--- src/rtl/dma_legal_macros.svh ---
// --------------------
// constants shared by the burst legalizer
// beat size, address and length widths, page and burst limits
// --------------------
`ifndef DMA_LEGAL_MACROS_SVH
`define DMA_LEGAL_MACROS_SVH

// bytes moved per data beat
`define DL_DATA_BYTES 16
// byte address and transfer length widths
`define DL_ADDR_W 32
`define DL_LEN_W 32
// AXI4 limits: 256 beats per burst, 4 KiB pages
`define DL_MAX_BEATS 256
`define DL_PAGE_BYTES 4096
// log2 widths derived from the limits above
`define DL_OFFSET_W 4
`define DL_PAGE_W 12
`define DL_FULL_LLEN 8

`endif

--- src/rtl/dma_burst_pkg.sv ---
// --------------------
// types of the emitted AXI4 bursts
// --------------------
`include "dma_legal_macros.svh"

package dma_burst_pkg;

    // byte count up to and including one full page
    // one extra bit so that 4096 itself fits
    typedef logic [`DL_PAGE_W:0] page_len_t;

    // AXI4 len field, number of beats minus one
    typedef logic [$clog2(`DL_MAX_BEATS)-1:0] beats_t;

    // byte position inside one data beat
    typedef logic [`DL_OFFSET_W-1:0] offset_t;

endpackage

--- src/rtl/dma_xfer_pkg.sv ---
// --------------------
// types of the incoming 1D copy request
// addresses, byte lengths and per-side page options
// --------------------
`include "dma_legal_macros.svh"

package dma_xfer_pkg;

    // --------------------
    // request payload
    // --------------------

    // byte address on either side of the copy
    typedef logic [`DL_ADDR_W-1:0] addr_t;

    // remaining byte count of a transfer
    typedef logic [`DL_LEN_W-1:0] len_t;

    // --------------------
    // page reduction
    // --------------------

    // log2 of the beat count of a reduced page
    // values up to 7, so a reduced page is always below 4 KiB
    typedef logic [2:0] llen_t;

    // page option of one side
    // reduce set: the page holds 2**llen beats
    // reduce clear: the full AXI4 page applies
    typedef struct packed {
        logic  reduce;
        llen_t llen;
    } page_opt_t;

endpackage

--- src/rtl/burst_coordinator.sv ---
// --------------------
// joins the read and write choppers: mode and page options,
// allowed bytes, channel valids, pairing, kill and request accept
// --------------------

module burst_coordinator (
    input  logic                      clk_i,
    input  logic                      rst_n_i,
    // request channel control and options
    input  logic                      req_valid_i,
    input  logic                      req_decouple_rw_i,
    input  logic                      req_src_reduce_i,
    input  logic                      req_dst_reduce_i,
    input  dma_xfer_pkg::llen_t       req_src_llen_i,
    input  dma_xfer_pkg::llen_t       req_dst_llen_i,
    // chopper status
    input  dma_burst_pkg::page_len_t  r_to_boundary_i,
    input  dma_burst_pkg::page_len_t  w_to_boundary_i,
    input  logic                      r_busy_i,
    input  logic                      w_busy_i,
    // channel handshakes and global controls
    input  logic                      ar_ready_i,
    input  logic                      aw_ready_i,
    input  logic                      flush_i,
    input  logic                      kill_i,
    output logic                      req_ready_o,
    output logic                      load_o,
    output logic                      r_advance_o,
    output logic                      w_advance_o,
    output logic                      clear_o,
    output dma_xfer_pkg::page_opt_t   r_page_opt_o,
    output dma_xfer_pkg::page_opt_t   w_page_opt_o,
    output dma_burst_pkg::page_len_t  r_allowed_o,
    output dma_burst_pkg::page_len_t  w_allowed_o,
    output logic                      ar_valid_o,
    output logic                      aw_valid_o
);

    // options of the active transfer
    logic                      decouple_q;
    dma_xfer_pkg::page_opt_t   r_opt_q;
    dma_xfer_pkg::page_opt_t   w_opt_q;

    // coupled mode: this channel already fired for the current pair
    logic                      r_sent_q;
    logic                      w_sent_q;

    dma_burst_pkg::page_len_t  near_boundary;
    logic                      r_fire;
    logic                      w_fire;
    logic                      r_done;
    logic                      w_done;
    logic                      pair_done;

    // --------------------
    // request accept
    // --------------------
    // both sides idle, no burst emission held back
    assign req_ready_o = !r_busy_i && !w_busy_i && !flush_i;
    assign load_o      = req_valid_i && req_ready_o;
    assign clear_o     = kill_i;

    always_ff @(posedge clk_i) begin
        if (!rst_n_i) begin
            decouple_q <= 1'b0;
            r_opt_q    <= '0;
            w_opt_q    <= '0;
        end else if (load_o) begin
            decouple_q <= req_decouple_rw_i;
            r_opt_q    <= '{reduce: req_src_reduce_i, llen: req_src_llen_i};
            w_opt_q    <= '{reduce: req_dst_reduce_i, llen: req_dst_llen_i};
        end
    end

    assign r_page_opt_o = r_opt_q;
    assign w_page_opt_o = w_opt_q;

    // --------------------
    // allowed bytes
    // --------------------
    // coupled: both sides stop at the nearer boundary
    assign near_boundary = (r_to_boundary_i < w_to_boundary_i) ? r_to_boundary_i
                                                               : w_to_boundary_i;
    assign r_allowed_o   = decouple_q ? r_to_boundary_i : near_boundary;
    assign w_allowed_o   = decouple_q ? w_to_boundary_i : near_boundary;

    // --------------------
    // channel valids
    // --------------------
    // sent flags stay clear in decoupled mode
    assign ar_valid_o = r_busy_i && !r_sent_q && !flush_i;
    assign aw_valid_o = w_busy_i && !w_sent_q && !flush_i;

    assign r_fire = ar_valid_o && ar_ready_i;
    assign w_fire = aw_valid_o && aw_ready_i;

    // a pair completes once both halves have fired, in any order
    assign r_done    = r_sent_q || r_fire;
    assign w_done    = w_sent_q || w_fire;
    assign pair_done = r_done && w_done;

    assign r_advance_o = decouple_q ? r_fire : pair_done;
    assign w_advance_o = decouple_q ? w_fire : pair_done;

    // remember a lone handshake until the partner catches up
    always_ff @(posedge clk_i) begin
        if (!rst_n_i) begin
            r_sent_q <= 1'b0;
            w_sent_q <= 1'b0;
        end else if (kill_i || load_o || decouple_q || pair_done) begin
            r_sent_q <= 1'b0;
            w_sent_q <= 1'b0;
        end else begin
            r_sent_q <= r_done;
            w_sent_q <= w_done;
        end
    end

endmodule

--- src/rtl/dma_legalizer.sv ---
// --------------------
// AXI4 burst legalizer top: read and write choppers
// tied together by the burst coordinator
// --------------------

module dma_legalizer (
    input  logic                     clk_i,
    input  logic                     rst_n_i,
    // 1D copy request
    input  logic                     req_valid_i,
    output logic                     req_ready_o,
    input  dma_xfer_pkg::len_t       req_length_i,
    input  dma_xfer_pkg::addr_t      req_src_addr_i,
    input  dma_xfer_pkg::addr_t      req_dst_addr_i,
    input  logic                     req_decouple_rw_i,
    input  logic                     req_src_reduce_i,
    input  dma_xfer_pkg::llen_t      req_src_llen_i,
    input  logic                     req_dst_reduce_i,
    input  dma_xfer_pkg::llen_t      req_dst_llen_i,
    // read burst channel
    output logic                     ar_valid_o,
    input  logic                     ar_ready_i,
    output dma_xfer_pkg::addr_t      ar_addr_o,
    output dma_burst_pkg::beats_t    ar_len_o,
    // write burst channel
    output logic                     aw_valid_o,
    input  logic                     aw_ready_i,
    output dma_xfer_pkg::addr_t      aw_addr_o,
    output dma_burst_pkg::beats_t    aw_len_o,
    output logic                     aw_last_o,
    // global controls and status
    input  logic                     flush_i,
    input  logic                     kill_i,
    output logic                     r_busy_o,
    output logic                     w_busy_o
);

    // coordinator to choppers
    logic                      load;
    logic                      clear;
    logic                      r_advance;
    logic                      w_advance;
    dma_xfer_pkg::page_opt_t   r_page_opt;
    dma_xfer_pkg::page_opt_t   w_page_opt;
    dma_burst_pkg::page_len_t  r_allowed;
    dma_burst_pkg::page_len_t  w_allowed;

    // choppers to coordinator
    dma_burst_pkg::page_len_t  r_to_boundary;
    dma_burst_pkg::page_len_t  w_to_boundary;

    // --------------------
    // read side, source address
    // --------------------
    page_chopper u_read_chopper (
        .clk_i         (clk_i),
        .rst_n_i       (rst_n_i),
        .load_i        (load),
        .load_addr_i   (req_src_addr_i),
        .load_len_i    (req_length_i),
        .page_opt_i    (r_page_opt),
        .allowed_i     (r_allowed),
        .advance_i     (r_advance),
        .clear_i       (clear),
        .to_boundary_o (r_to_boundary),
        .burst_addr_o  (ar_addr_o),
        .burst_len_o   (ar_len_o),
        .final_o       (),
        .busy_o        (r_busy_o)
    );

    // --------------------
    // write side, destination address
    // --------------------
    // final chunk of this side marks the last burst of the transfer
    page_chopper u_write_chopper (
        .clk_i         (clk_i),
        .rst_n_i       (rst_n_i),
        .load_i        (load),
        .load_addr_i   (req_dst_addr_i),
        .load_len_i    (req_length_i),
        .page_opt_i    (w_page_opt),
        .allowed_i     (w_allowed),
        .advance_i     (w_advance),
        .clear_i       (clear),
        .to_boundary_o (w_to_boundary),
        .burst_addr_o  (aw_addr_o),
        .burst_len_o   (aw_len_o),
        .final_o       (aw_last_o),
        .busy_o        (w_busy_o)
    );

    // --------------------
    // pairing and flow control
    // --------------------
    burst_coordinator u_coordinator (
        .clk_i             (clk_i),
        .rst_n_i           (rst_n_i),
        .req_valid_i       (req_valid_i),
        .req_decouple_rw_i (req_decouple_rw_i),
        .req_src_reduce_i  (req_src_reduce_i),
        .req_dst_reduce_i  (req_dst_reduce_i),
        .req_src_llen_i    (req_src_llen_i),
        .req_dst_llen_i    (req_dst_llen_i),
        .r_to_boundary_i   (r_to_boundary),
        .w_to_boundary_i   (w_to_boundary),
        .r_busy_i          (r_busy_o),
        .w_busy_i          (w_busy_o),
        .ar_ready_i        (ar_ready_i),
        .aw_ready_i        (aw_ready_i),
        .flush_i           (flush_i),
        .kill_i            (kill_i),
        .req_ready_o       (req_ready_o),
        .load_o            (load),
        .r_advance_o       (r_advance),
        .w_advance_o       (w_advance),
        .clear_o           (clear),
        .r_page_opt_o      (r_page_opt),
        .w_page_opt_o      (w_page_opt),
        .r_allowed_o       (r_allowed),
        .w_allowed_o       (w_allowed),
        .ar_valid_o        (ar_valid_o),
        .aw_valid_o        (aw_valid_o)
    );

endmodule

--- src/rtl/page_chopper.sv ---
// --------------------
// one side of the legalizer: mutable address and length,
// distance to the next page boundary and burst formation
// --------------------
`include "dma_legal_macros.svh"

module page_chopper (
    input  logic                      clk_i,
    input  logic                      rst_n_i,
    // new transfer from the request channel
    input  logic                      load_i,
    input  dma_xfer_pkg::addr_t       load_addr_i,
    input  dma_xfer_pkg::len_t        load_len_i,
    input  dma_xfer_pkg::page_opt_t   page_opt_i,
    // bytes this side may move in the current burst
    input  dma_burst_pkg::page_len_t  allowed_i,
    // burst accepted, step to the next one
    input  logic                      advance_i,
    // drop the active transfer
    input  logic                      clear_i,
    output dma_burst_pkg::page_len_t  to_boundary_o,
    output dma_xfer_pkg::addr_t       burst_addr_o,
    output dma_burst_pkg::beats_t     burst_len_o,
    output logic                      final_o,
    output logic                      busy_o
);

    // transfer state
    dma_xfer_pkg::addr_t       addr_q;
    dma_xfer_pkg::len_t        len_q;
    logic                      busy_q;

    // page geometry
    logic [3:0]                page_w_raw;
    logic [3:0]                page_w;
    dma_burst_pkg::page_len_t  page_size;
    logic [`DL_PAGE_W-1:0]     page_off;

    // current burst
    dma_burst_pkg::page_len_t  chunk;
    dma_burst_pkg::offset_t    beat_off;
    dma_burst_pkg::page_len_t  span;

    // --------------------
    // page boundary
    // --------------------
    always_comb begin
        // offset bits plus the beat bits of the page
        page_w_raw = 4'(`DL_OFFSET_W) +
                     (page_opt_i.reduce ? 4'(page_opt_i.llen) : 4'(`DL_FULL_LLEN));
        // never larger than the 4 KiB AXI page
        page_w = (page_w_raw > 4'(`DL_PAGE_W)) ? 4'(`DL_PAGE_W) : page_w_raw;
    end

    // page of 2**page_w bytes, the extra bit holds a full 4 KiB
    assign page_size = dma_burst_pkg::page_len_t'(1) << page_w;

    // address bits below the page width, the rest masked off
    always_comb begin
        page_off = '0;
        for (int i = 0; i < `DL_PAGE_W; i++) begin
            page_off[i] = (page_w > i) ? addr_q[i] : 1'b0;
        end
    end

    assign to_boundary_o = page_size - dma_burst_pkg::page_len_t'(page_off);

    // --------------------
    // burst formation
    // --------------------
    // last chunk once the remainder fits in the allowed bytes
    assign final_o = (len_q <= dma_xfer_pkg::len_t'(allowed_i));
    assign chunk   = final_o ? dma_burst_pkg::page_len_t'(len_q) : allowed_i;

    assign beat_off = addr_q[`DL_OFFSET_W-1:0];
    // bytes touched from the aligned start, minus one
    assign span     = chunk + dma_burst_pkg::page_len_t'(beat_off) - 1'b1;

    assign burst_addr_o = addr_q & ~dma_xfer_pkg::addr_t'(`DL_DATA_BYTES - 1);
    assign burst_len_o  = dma_burst_pkg::beats_t'(span >> `DL_OFFSET_W);
    assign busy_o       = busy_q;

    // --------------------
    // state update
    // --------------------
    always_ff @(posedge clk_i) begin
        if (!rst_n_i) begin
            busy_q <= 1'b0;
        end else if (load_i) begin
            busy_q <= 1'b1;
        end else if (clear_i) begin
            busy_q <= 1'b0;
        end else if (advance_i && final_o) begin
            busy_q <= 1'b0;
        end
    end

    // address and remainder carry no reset, busy qualifies them
    always_ff @(posedge clk_i) begin
        if (load_i) begin
            addr_q <= load_addr_i;
            len_q  <= load_len_i;
        end else if (advance_i) begin
            addr_q <= addr_q + dma_xfer_pkg::addr_t'(chunk);
            len_q  <= len_q - dma_xfer_pkg::len_t'(chunk);
        end
    end

endmodule

--- config.mk ---
export PLATFORM = sky130hd
export DESIGN_NAME = dma_legalizer
export DESIGN_NICKNAME = d
export VERILOG_FILES = /design/src/rtl/dma_burst_pkg.sv /design/src/rtl/dma_xfer_pkg.sv /design/src/rtl/burst_coordinator.sv /design/src/rtl/dma_legalizer.sv /design/src/rtl/page_chopper.sv
export VERILOG_INCLUDE_DIRS = /design/src /design/src/rtl
export SDC_FILE = /design/constraint.sdc
export NUM_CORES = 1
export LEC_CHECK = 0
export ABC_CLOCK_PERIOD_IN_PS = 12180
export BUFFER_PORTS_ARGS = -buffer_cell sky130_fd_sc_hd__buf_2
export CAP_MARGIN = 20
export CORE_MARGIN = 2
export CORE_UTILIZATION = 51
export CTS_CLUSTER_SIZE = 10
export DETAILED_ROUTE_END_ITERATION = 8
export GPL_ROUTABILITY_DRIVEN = 0
export PLACE_DENSITY = 0.72
export SLEW_MARGIN = 20
export SYNTH_ARGS = -nofsm -noshare
export SYNTH_HDL_FRONTEND = slang
export SYNTH_HIERARCHICAL = 1
export SYNTH_SLANG_ARGS = --single-unit
--- constraint.sdc ---
create_clock -name clk_i -period 12.18 [get_ports clk_i]
set_input_delay 0.609 -clock clk_i [delete_from_list [all_inputs] [get_ports clk_i]]
set_output_delay 0.609 -clock clk_i [all_outputs]
set_load 0.01 [all_outputs]
# ---- After elaboration in Yosys (flattened, before gate mapping)
# Cells that the tools add are included.
dict set report word_totals {
  ff_bits 141
  out_inout_bits 86
  word_cells 133
}
dict set report op_classes {
  n_addsub 12
  order_cmp 29
  shift 2
  muxes 49
  bitwise 1
  reduce_logical 27
}
# op count
set ops {}
lappend ops {{$mux W32} 8}
lappend ops {{$mux W13} 5}
lappend ops {{$add A32 B13 Y32} 2}
lappend ops {{$le A32 B13 Y1} 2}
lappend ops {{$sub A32 B13 Y32} 2}
lappend ops {{$gt A4 B4 Y1 const B} 10}
lappend ops {{$gt A4 B3 Y1 const B} 8}
lappend ops {{$mux W1} 32}
lappend ops {{$shl A1 B4 Y13 const A} 2}
lappend ops {{$sub A13 B12 Y13} 2}
lappend ops {{$add A12 B4 Y12} 2}
lappend ops {{$sub A12 B1 Y12 const B} 2}
lappend ops {{$gt A4 B1 Y1 const B} 4}
lappend ops {{$gt A4 B2 Y1 const B} 4}
lappend ops {{$mux W4} 4}
lappend ops {{$lt A13 B13 Y1} 1}
lappend ops {{$logic_and A1 B1 Y1} 12}
lappend ops {{$add A3 B4 Y4 const A} 2}
lappend ops {{$reduce_bool A3 Y1} 2}
lappend ops {{$logic_not A1 Y1} 5}
lappend ops {{$logic_or A1 B1 Y1} 5}
lappend ops {{$reduce_bool A2 Y1} 2}
lappend ops {{$reduce_or A2 Y1} 1}
lappend ops {{$not A1 Y1} 1}

# ---- Depth between registers and ports, before layout
dict set report logic_depth {
  word_depth 15
  ltp_mapped 41
  ltp_nobuf 37
}

# ---- Hierarchy
# Netlist, hierarchy kept.
# module instances cells_per_inst area_per_inst_um2 seq_area_each_um2
set modules_own_cells {}
lappend modules_own_cells {{page_chopper (u_write_chopper)} 1 746 6422.4 1941.9}
lappend modules_own_cells {{page_chopper (u_read_chopper)} 1 741 6394.9 1941.9}
lappend modules_own_cells {burst_coordinator 1 162 1413.9 220.2}

# ---- Worst setup path before layout
# Ideal clock, no wire load.
dict set report synth_timing {
  path_kind {reg2out}
  startpoint {register u_coordinator.w_opt_q (netlist bit u_coordinator/w_page_opt_o[3])}
  endpoint {output aw_len_o[7]}
  arrival_ns 7.589
  required_ns 11.571
  slack_ns 3.982
  stages_incl_launch_ff 41
  path_buffers 4
  cell_sequence {dfxtp_1 clkbuf_1 nand2b_1 nor3_1 nand2b_1 ha_1 o21a_1 o31a_1 o211ai_1 nand2_1 a41oi_1 nor2b_1 xnor2_1 inv_1 ha_1 and3_1 o21ai_4 nor4b_4 [... 5 more ...] a21o_1 nand3_1 a211oi_1 or4_1 a21oi_2 buf_2 buf_2 a21oi_1 ha_1 inv_1 ha_1 a21oi_1 a21boi_0 o31a_1 o41a_1 nand3_1 nand2_1 xnor2_1}
}
dict set report synth_via {
  elab_chain_len 14
}
# item line_no
set synth_rtl {}
lappend synth_rtl {{start: declaration} burst_coordinator.sv:42} ;# dma_xfer_pkg::page_opt_t w_opt_q;
lappend synth_rtl {{start signal: assignment} burst_coordinator.sv:71} ;# w_opt_q <= '{reduce: req_dst_reduce_i, llen: req_dst_llen_i};
lappend synth_rtl {{$mux W4 (*)} page_chopper.sv:50} ;# (page_opt_i.reduce ? 4'(page_opt_i.llen) : 4'(`DL_FULL_LLEN));
lappend synth_rtl {{$add A3 B4 Y4 (*)} page_chopper.sv:49} ;# page_w_raw = 4'(`DL_OFFSET_W) +
lappend synth_rtl {{$gt A4 B4 Y1} page_chopper.sv:52} ;# page_w = (page_w_raw > 4'(`DL_PAGE_W)) ? 4'(`DL_PAGE_W) : page_w_raw;
lappend synth_rtl {{$mux W4 (*)} page_chopper.sv:52}
lappend synth_rtl {{$gt A4 B1 Y1 (tied with other cells)} page_chopper.sv:62} ;# page_off[i] = (page_w > i) ? addr_q[i] : 1'b0;
lappend synth_rtl {{$mux W1} page_chopper.sv:62}
lappend synth_rtl {{$sub A13 B12 Y13 (*)} page_chopper.sv:66} ;# assign to_boundary_o = page_size - dma_burst_pkg::page_len_t'(page_off);
lappend synth_rtl {{via w_to_boundary[10]} dma_legalizer.sv:50} ;# dma_burst_pkg::page_len_t w_to_boundary;
lappend synth_rtl {{$lt A13 B13 Y1 (*)} burst_coordinator.sv:82} ;# assign near_boundary = (r_to_boundary_i < w_to_boundary_i) ? r_to_boundary_i
lappend synth_rtl {{$mux W13 (*)} burst_coordinator.sv:82}
lappend synth_rtl {{$mux W13 (*)} burst_coordinator.sv:85} ;# assign w_allowed_o = decouple_q ? w_to_boundary_i : near_boundary;
lappend synth_rtl {{via w_allowed[5]} dma_legalizer.sv:46} ;# dma_burst_pkg::page_len_t w_allowed;
lappend synth_rtl {{$le A32 B13 Y1 (*)} page_chopper.sv:72} ;# assign final_o = (len_q <= dma_xfer_pkg::len_t'(allowed_i));
lappend synth_rtl {{via aw_last_o} dma_legalizer.sv:30} ;# output logic aw_last_o,
lappend synth_rtl {{$mux W13 (*)} page_chopper.sv:73} ;# assign chunk = final_o ? dma_burst_pkg::page_len_t'(len_q) : allowed_i;
lappend synth_rtl {{$add A12 B4 Y12 (*)} page_chopper.sv:77} ;# assign span = chunk + dma_burst_pkg::page_len_t'(beat_off) - 1'b1;
lappend synth_rtl {{$sub A12 B1 Y12 (*)} page_chopper.sv:77}
lappend synth_rtl {{end: declaration} dma_legalizer.sv:29} ;# output dma_burst_pkg::beats_t aw_len_o,
# Mark *: on every way through the listed nets, which the timed path passes. The rest lies on a longest branch.

# ---- Worst setup path after layout
dict set report layout_timing {
  startpoint {register u_coordinator.w_opt_q (netlist bit u_coordinator/w_page_opt_o[3])}
  endpoint {output aw_len_o[6]}
}
dict set report layout_via {
  elab_chain_len 14
}
# item line_no
set layout_rtl {}
lappend layout_rtl {{$mux W4 (*)} page_chopper.sv:50}
lappend layout_rtl {{$add A3 B4 Y4 (*)} page_chopper.sv:49}
lappend layout_rtl {{$gt A4 B4 Y1} page_chopper.sv:52}
lappend layout_rtl {{$mux W4 (*)} page_chopper.sv:52}
lappend layout_rtl {{$gt A4 B1 Y1 (tied with other cells)} page_chopper.sv:62}
lappend layout_rtl {{$mux W1} page_chopper.sv:62}
lappend layout_rtl {{$sub A13 B12 Y13 (*)} page_chopper.sv:66}
lappend layout_rtl {{via w_to_boundary[12]} dma_legalizer.sv:50}
lappend layout_rtl {{$lt A13 B13 Y1 (*)} burst_coordinator.sv:82}
lappend layout_rtl {{$mux W13 (*)} burst_coordinator.sv:82}
lappend layout_rtl {{$mux W13 (*)} burst_coordinator.sv:85}
lappend layout_rtl {{via w_allowed[1]} dma_legalizer.sv:46}
lappend layout_rtl {{$le A32 B13 Y1} page_chopper.sv:72}
lappend layout_rtl {{$mux W13 (*)} page_chopper.sv:73}
lappend layout_rtl {{$add A12 B4 Y12 (*)} page_chopper.sv:77}
lappend layout_rtl {{$sub A12 B1 Y12 (*)} page_chopper.sv:77}
# Marks and branches as above.

==> flow_summary_export.csv <==
group,metric,value,unit
worst_setup_path,cpPeakStageDelay,0.83,ns
logic_synthesis,async_flop_share,0,
sta,max_freq,95.9,MHz
logic_synthesis,ys_types,86,
grt,grt_max_degree,107,
cells_and_area,fillCellCount,2553,
worst_setup_path,worst_ep_required_time,11.57,ns
worst_setup_path,cp-start-kind,"flip-flop",
cells_and_area,final_net_count,2013,
clock_tree,cts_tree,"built",
grt,grt_pass1_wl,57500,um
cells_and_area,drive_above_1_share,0.179,
clock_tree,htreeDepth,4,
worst_setup_path,worstSetupPathType,"reg2out",
grt,grt_util_all_layers,0.247,
grt,grt_pass1_vias,11400,
die,io_pins,198,
clock_tree,clk_path_buf_depth,2,
logic_synthesis,synth_edf_count,128,
drt,first_pass_iters,5,
grt,gr-total-overflow,0,
drt,routed_wl,36200,um
cells_and_area,syn_to_final_growth,9.77,%
sta,rsz0062_at_grt,"false",
worst_setup_path,crit_arrival,9.82,ns
sta,period_minus_slack,10.43,ns
grt,grt_antenna_before_repair,1,
clock_tree,clock_latency,0.44,ns
die,rows,61,
die,die_h,171,um
clock_tree,hold_buffers,0,
logic_synthesis,yosysWarnings,6,
drt,drtIter0Drc,887,
sta,setup_tns,0,ns
die,die_x,171,um
hold_path,hp-class,"in2reg",
worst_setup_path,crit_buf_inv,5,
logic_synthesis,synth_seq_cells,141,
sta,slew_viol_final,0,
drt,vias_per_cell,5.67,
cells_and_area,diodes,0,
die,die_area,29300,um2
clock_tree,cts_buffers,17,
drt,drtAntennaViolNets,0,
logic_synthesis,synth_area,14200,um2
clock_tree,postCtsSetupBuffers,0,
sta,fin_skew,0.0150,ns
worst_setup_path,cp_top_family,"compound AO/OA/AOI/OAI gates",
drt,detail_route.wl_per_cell,16.9,um
clock_tree,clock_sinks,141,
clock_tree,clk_pin_slew,0.07,ns
drt,drcViolationCount,0,
run,cap_violations,0,
logic_synthesis,synth_flop_cell,"edfxtp_1",
placed_design,numPortBuffers,189,
logic_synthesis,syn_inst,1649,
logic_synthesis,postSynthAreaPerCell,8.63,um2
worst_setup_path,crit_top_cell,"ha_1",
clock_tree,root_buffer,"clkbuf_16",
sta,slew_headroom,0.302,
placed_design,dp.final_hpwl,27700,um
clock_tree,cts-resized-gates,0,
die,initial_core_util,0.515,
sta,tightestPinTransition,1.03,ns
worst_setup_path,crit_slowest_cell,"o21ai_2",
sta,fin_crit_sh,0.856,
worst_setup_path,end_kind,"output pin",
drt,vias,12200,
die,core,27600,um2
worst_setup_path,worstPathMaxFanout,22,
sta,finalHoldViolCount,0,
sta,setup_viol,0,
logic_synthesis,ys_seq_area_frac,0.288,
run_status,status,"finished, final reports clean",
==> logic make-up (layout without fill, tap and decap cells) <==
family,after synthesis,after routing,share of synthesized area
simple gates,536,536,0.182
compound gates,427,427,0.197
buf+inv,218,323,0.0798
fa+ha+maj,146,146,0.132
flops,141,141,0.288
xor+xnor,135,135,0.0831
mux,42,42,0.0368
other cells,4,18,0.00105
==> flip-flops by register name (all words and copies together), names as in the netlist <==
name and count:
u_coordinator/w_page_opt_o 4, u_coordinator/w_sent_q 1, u_coordinator/r_sent_q 1, u_coordinator/decouple_q 1
u_write_chopper/addr_q 32, u_coordinator/r_page_opt_o 4, u_read_chopper/addr_q 32, u_write_chopper/busy_o 1
u_read_chopper/busy_o 1, u_write_chopper/len_q 32, u_read_chopper/len_q 32
==> final cells by class <==
type                            count  area [um2]  area share
Multi-Input combinational cell   1304        9040       0.579
Sequential cell                   141        4100       0.263
Timing Repair Buffer              195         991      0.0634
Tap cell                          378         473      0.0303
Clock buffer                       18         429      0.0275
Inverter                           96         365      0.0234
Clock inverter                     14         215      0.0138
==> path summary, 6_finish.rpt <==
check	cells past startpoint	startpoint	slack (ns)	end
max	38	u_coordinator/w_page_opt_o[3]$_SDFFE_PN0P_	1.75	aw_len_o[6]
min	3	req_dst_llen_i[0]	0.42	u_coordinator/w_page_opt_o[0]$_SDFFE_PN0P_
max reg2reg	36	u_coordinator/w_page_opt_o[3]$_SDFFE_PN0P_	2.14	u_write_chopper/addr_q[24]$_DFFE_PP_
min reg2reg	2	u_coordinator/r_page_opt_o[0]$_SDFFE_PN0P_	0.51	u_coordinator/r_page_opt_o[0]$_SDFFE_PN0P_
==> worst min-delay path: stages <==
cell and delay [ns]:
buf_2 0.09, nand2_1 0.04, a21boi_0 0.06
==> metrics by stage <==
step | utilization | hold WS (ns) | instances | worst slack, ns | instance area, um2
after floorplan | - | 0.442 | 1663 | 3.98 | 14300
after global placement | 0.542 | 0.492 | 2114 | 2.61 | 15000
after detailed placement | 0.542 | 0.499 | 2114 | 2.30 | 15000
after CTS | 0.565 | 0.410 | 2146 | 1.86 | 15600
after global routing | 0.565 | 0.425 | 2146 | 0.943 | 15600
final | 0.565 | 0.420 | 2146 | 1.75 | 15600
==> layout by cell type, fill, tap and decap left out, types with 42 or more instances in the layout <==
| cell | instances |
|---|---|
| o21ai_0 | 135 |
| inv_1 | 90 |
| nand2_1 | 213 |
| ha_1 | 140 |
| edfxtp_1 | 128 |
| xnor2_1 | 102 |
| nor2_1 | 112 |
| nor3_1 | 42 |
| a21oi_1 | 78 |
| buf_2 | 189 |
==> layer usage <==
metal / up-vias / GRT usage / routed length [um]
met3: 63 / 0.0356 / 1640
met4: 2 / 0.0947 / 1120
met1: 5700 / 0.332 / 16900
met5: - / 0 / 11
met2: 346 / 0.402 / 16500
li1: 6056 / - / -
==> Yosys cell counts (6+ instances only) <==
cell / instances / area [um2]
edfxtp_1: 128 / 3840
and3_1: 16 / 100
xor2_1: 33 / 289
mux2_4: 15 / 225
and2_1: 6 / 37.5
xnor2_1: 102 / 893
or3_1: 10 / 62.6
inv_1: 90 / 338
a21boi_0: 16 / 120
o21ai_0: 135 / 676
nand3_1: 24 / 120
o21ai_1: 13 / 65.1
buf_4: 65 / 488
o2111ai_1: 14 / 123
a211oi_1: 15 / 113
nor2_1: 112 / 420
nor3_1: 42 / 210
nand4_1: 7 / 43.8
a21oi_1: 78 / 390
dfxtp_1: 13 / 260
clkbuf_1: 42 / 158
a31oi_1: 18 / 113
nor4_1: 15 / 93.8
o31ai_1: 8 / 60.1
nor3b_1: 8 / 60.1
o311ai_2: 10 / 163
nand2_1: 213 / 800
fa_1: 6 / 120
or2_2: 9 / 56.3
a21o_1: 34 / 255
o21bai_1: 7 / 52.6
mux2_2: 23 / 259
o21a_1: 23 / 173
ha_1: 140 / 1750
o211ai_1: 12 / 90.1
nand2b_1: 22 / 138
nor2b_1: 19 / 119
Power is left out: the tool's default activity adds up to more than one toggle a clock period on the data nets, which glitch-free logic cannot reach.
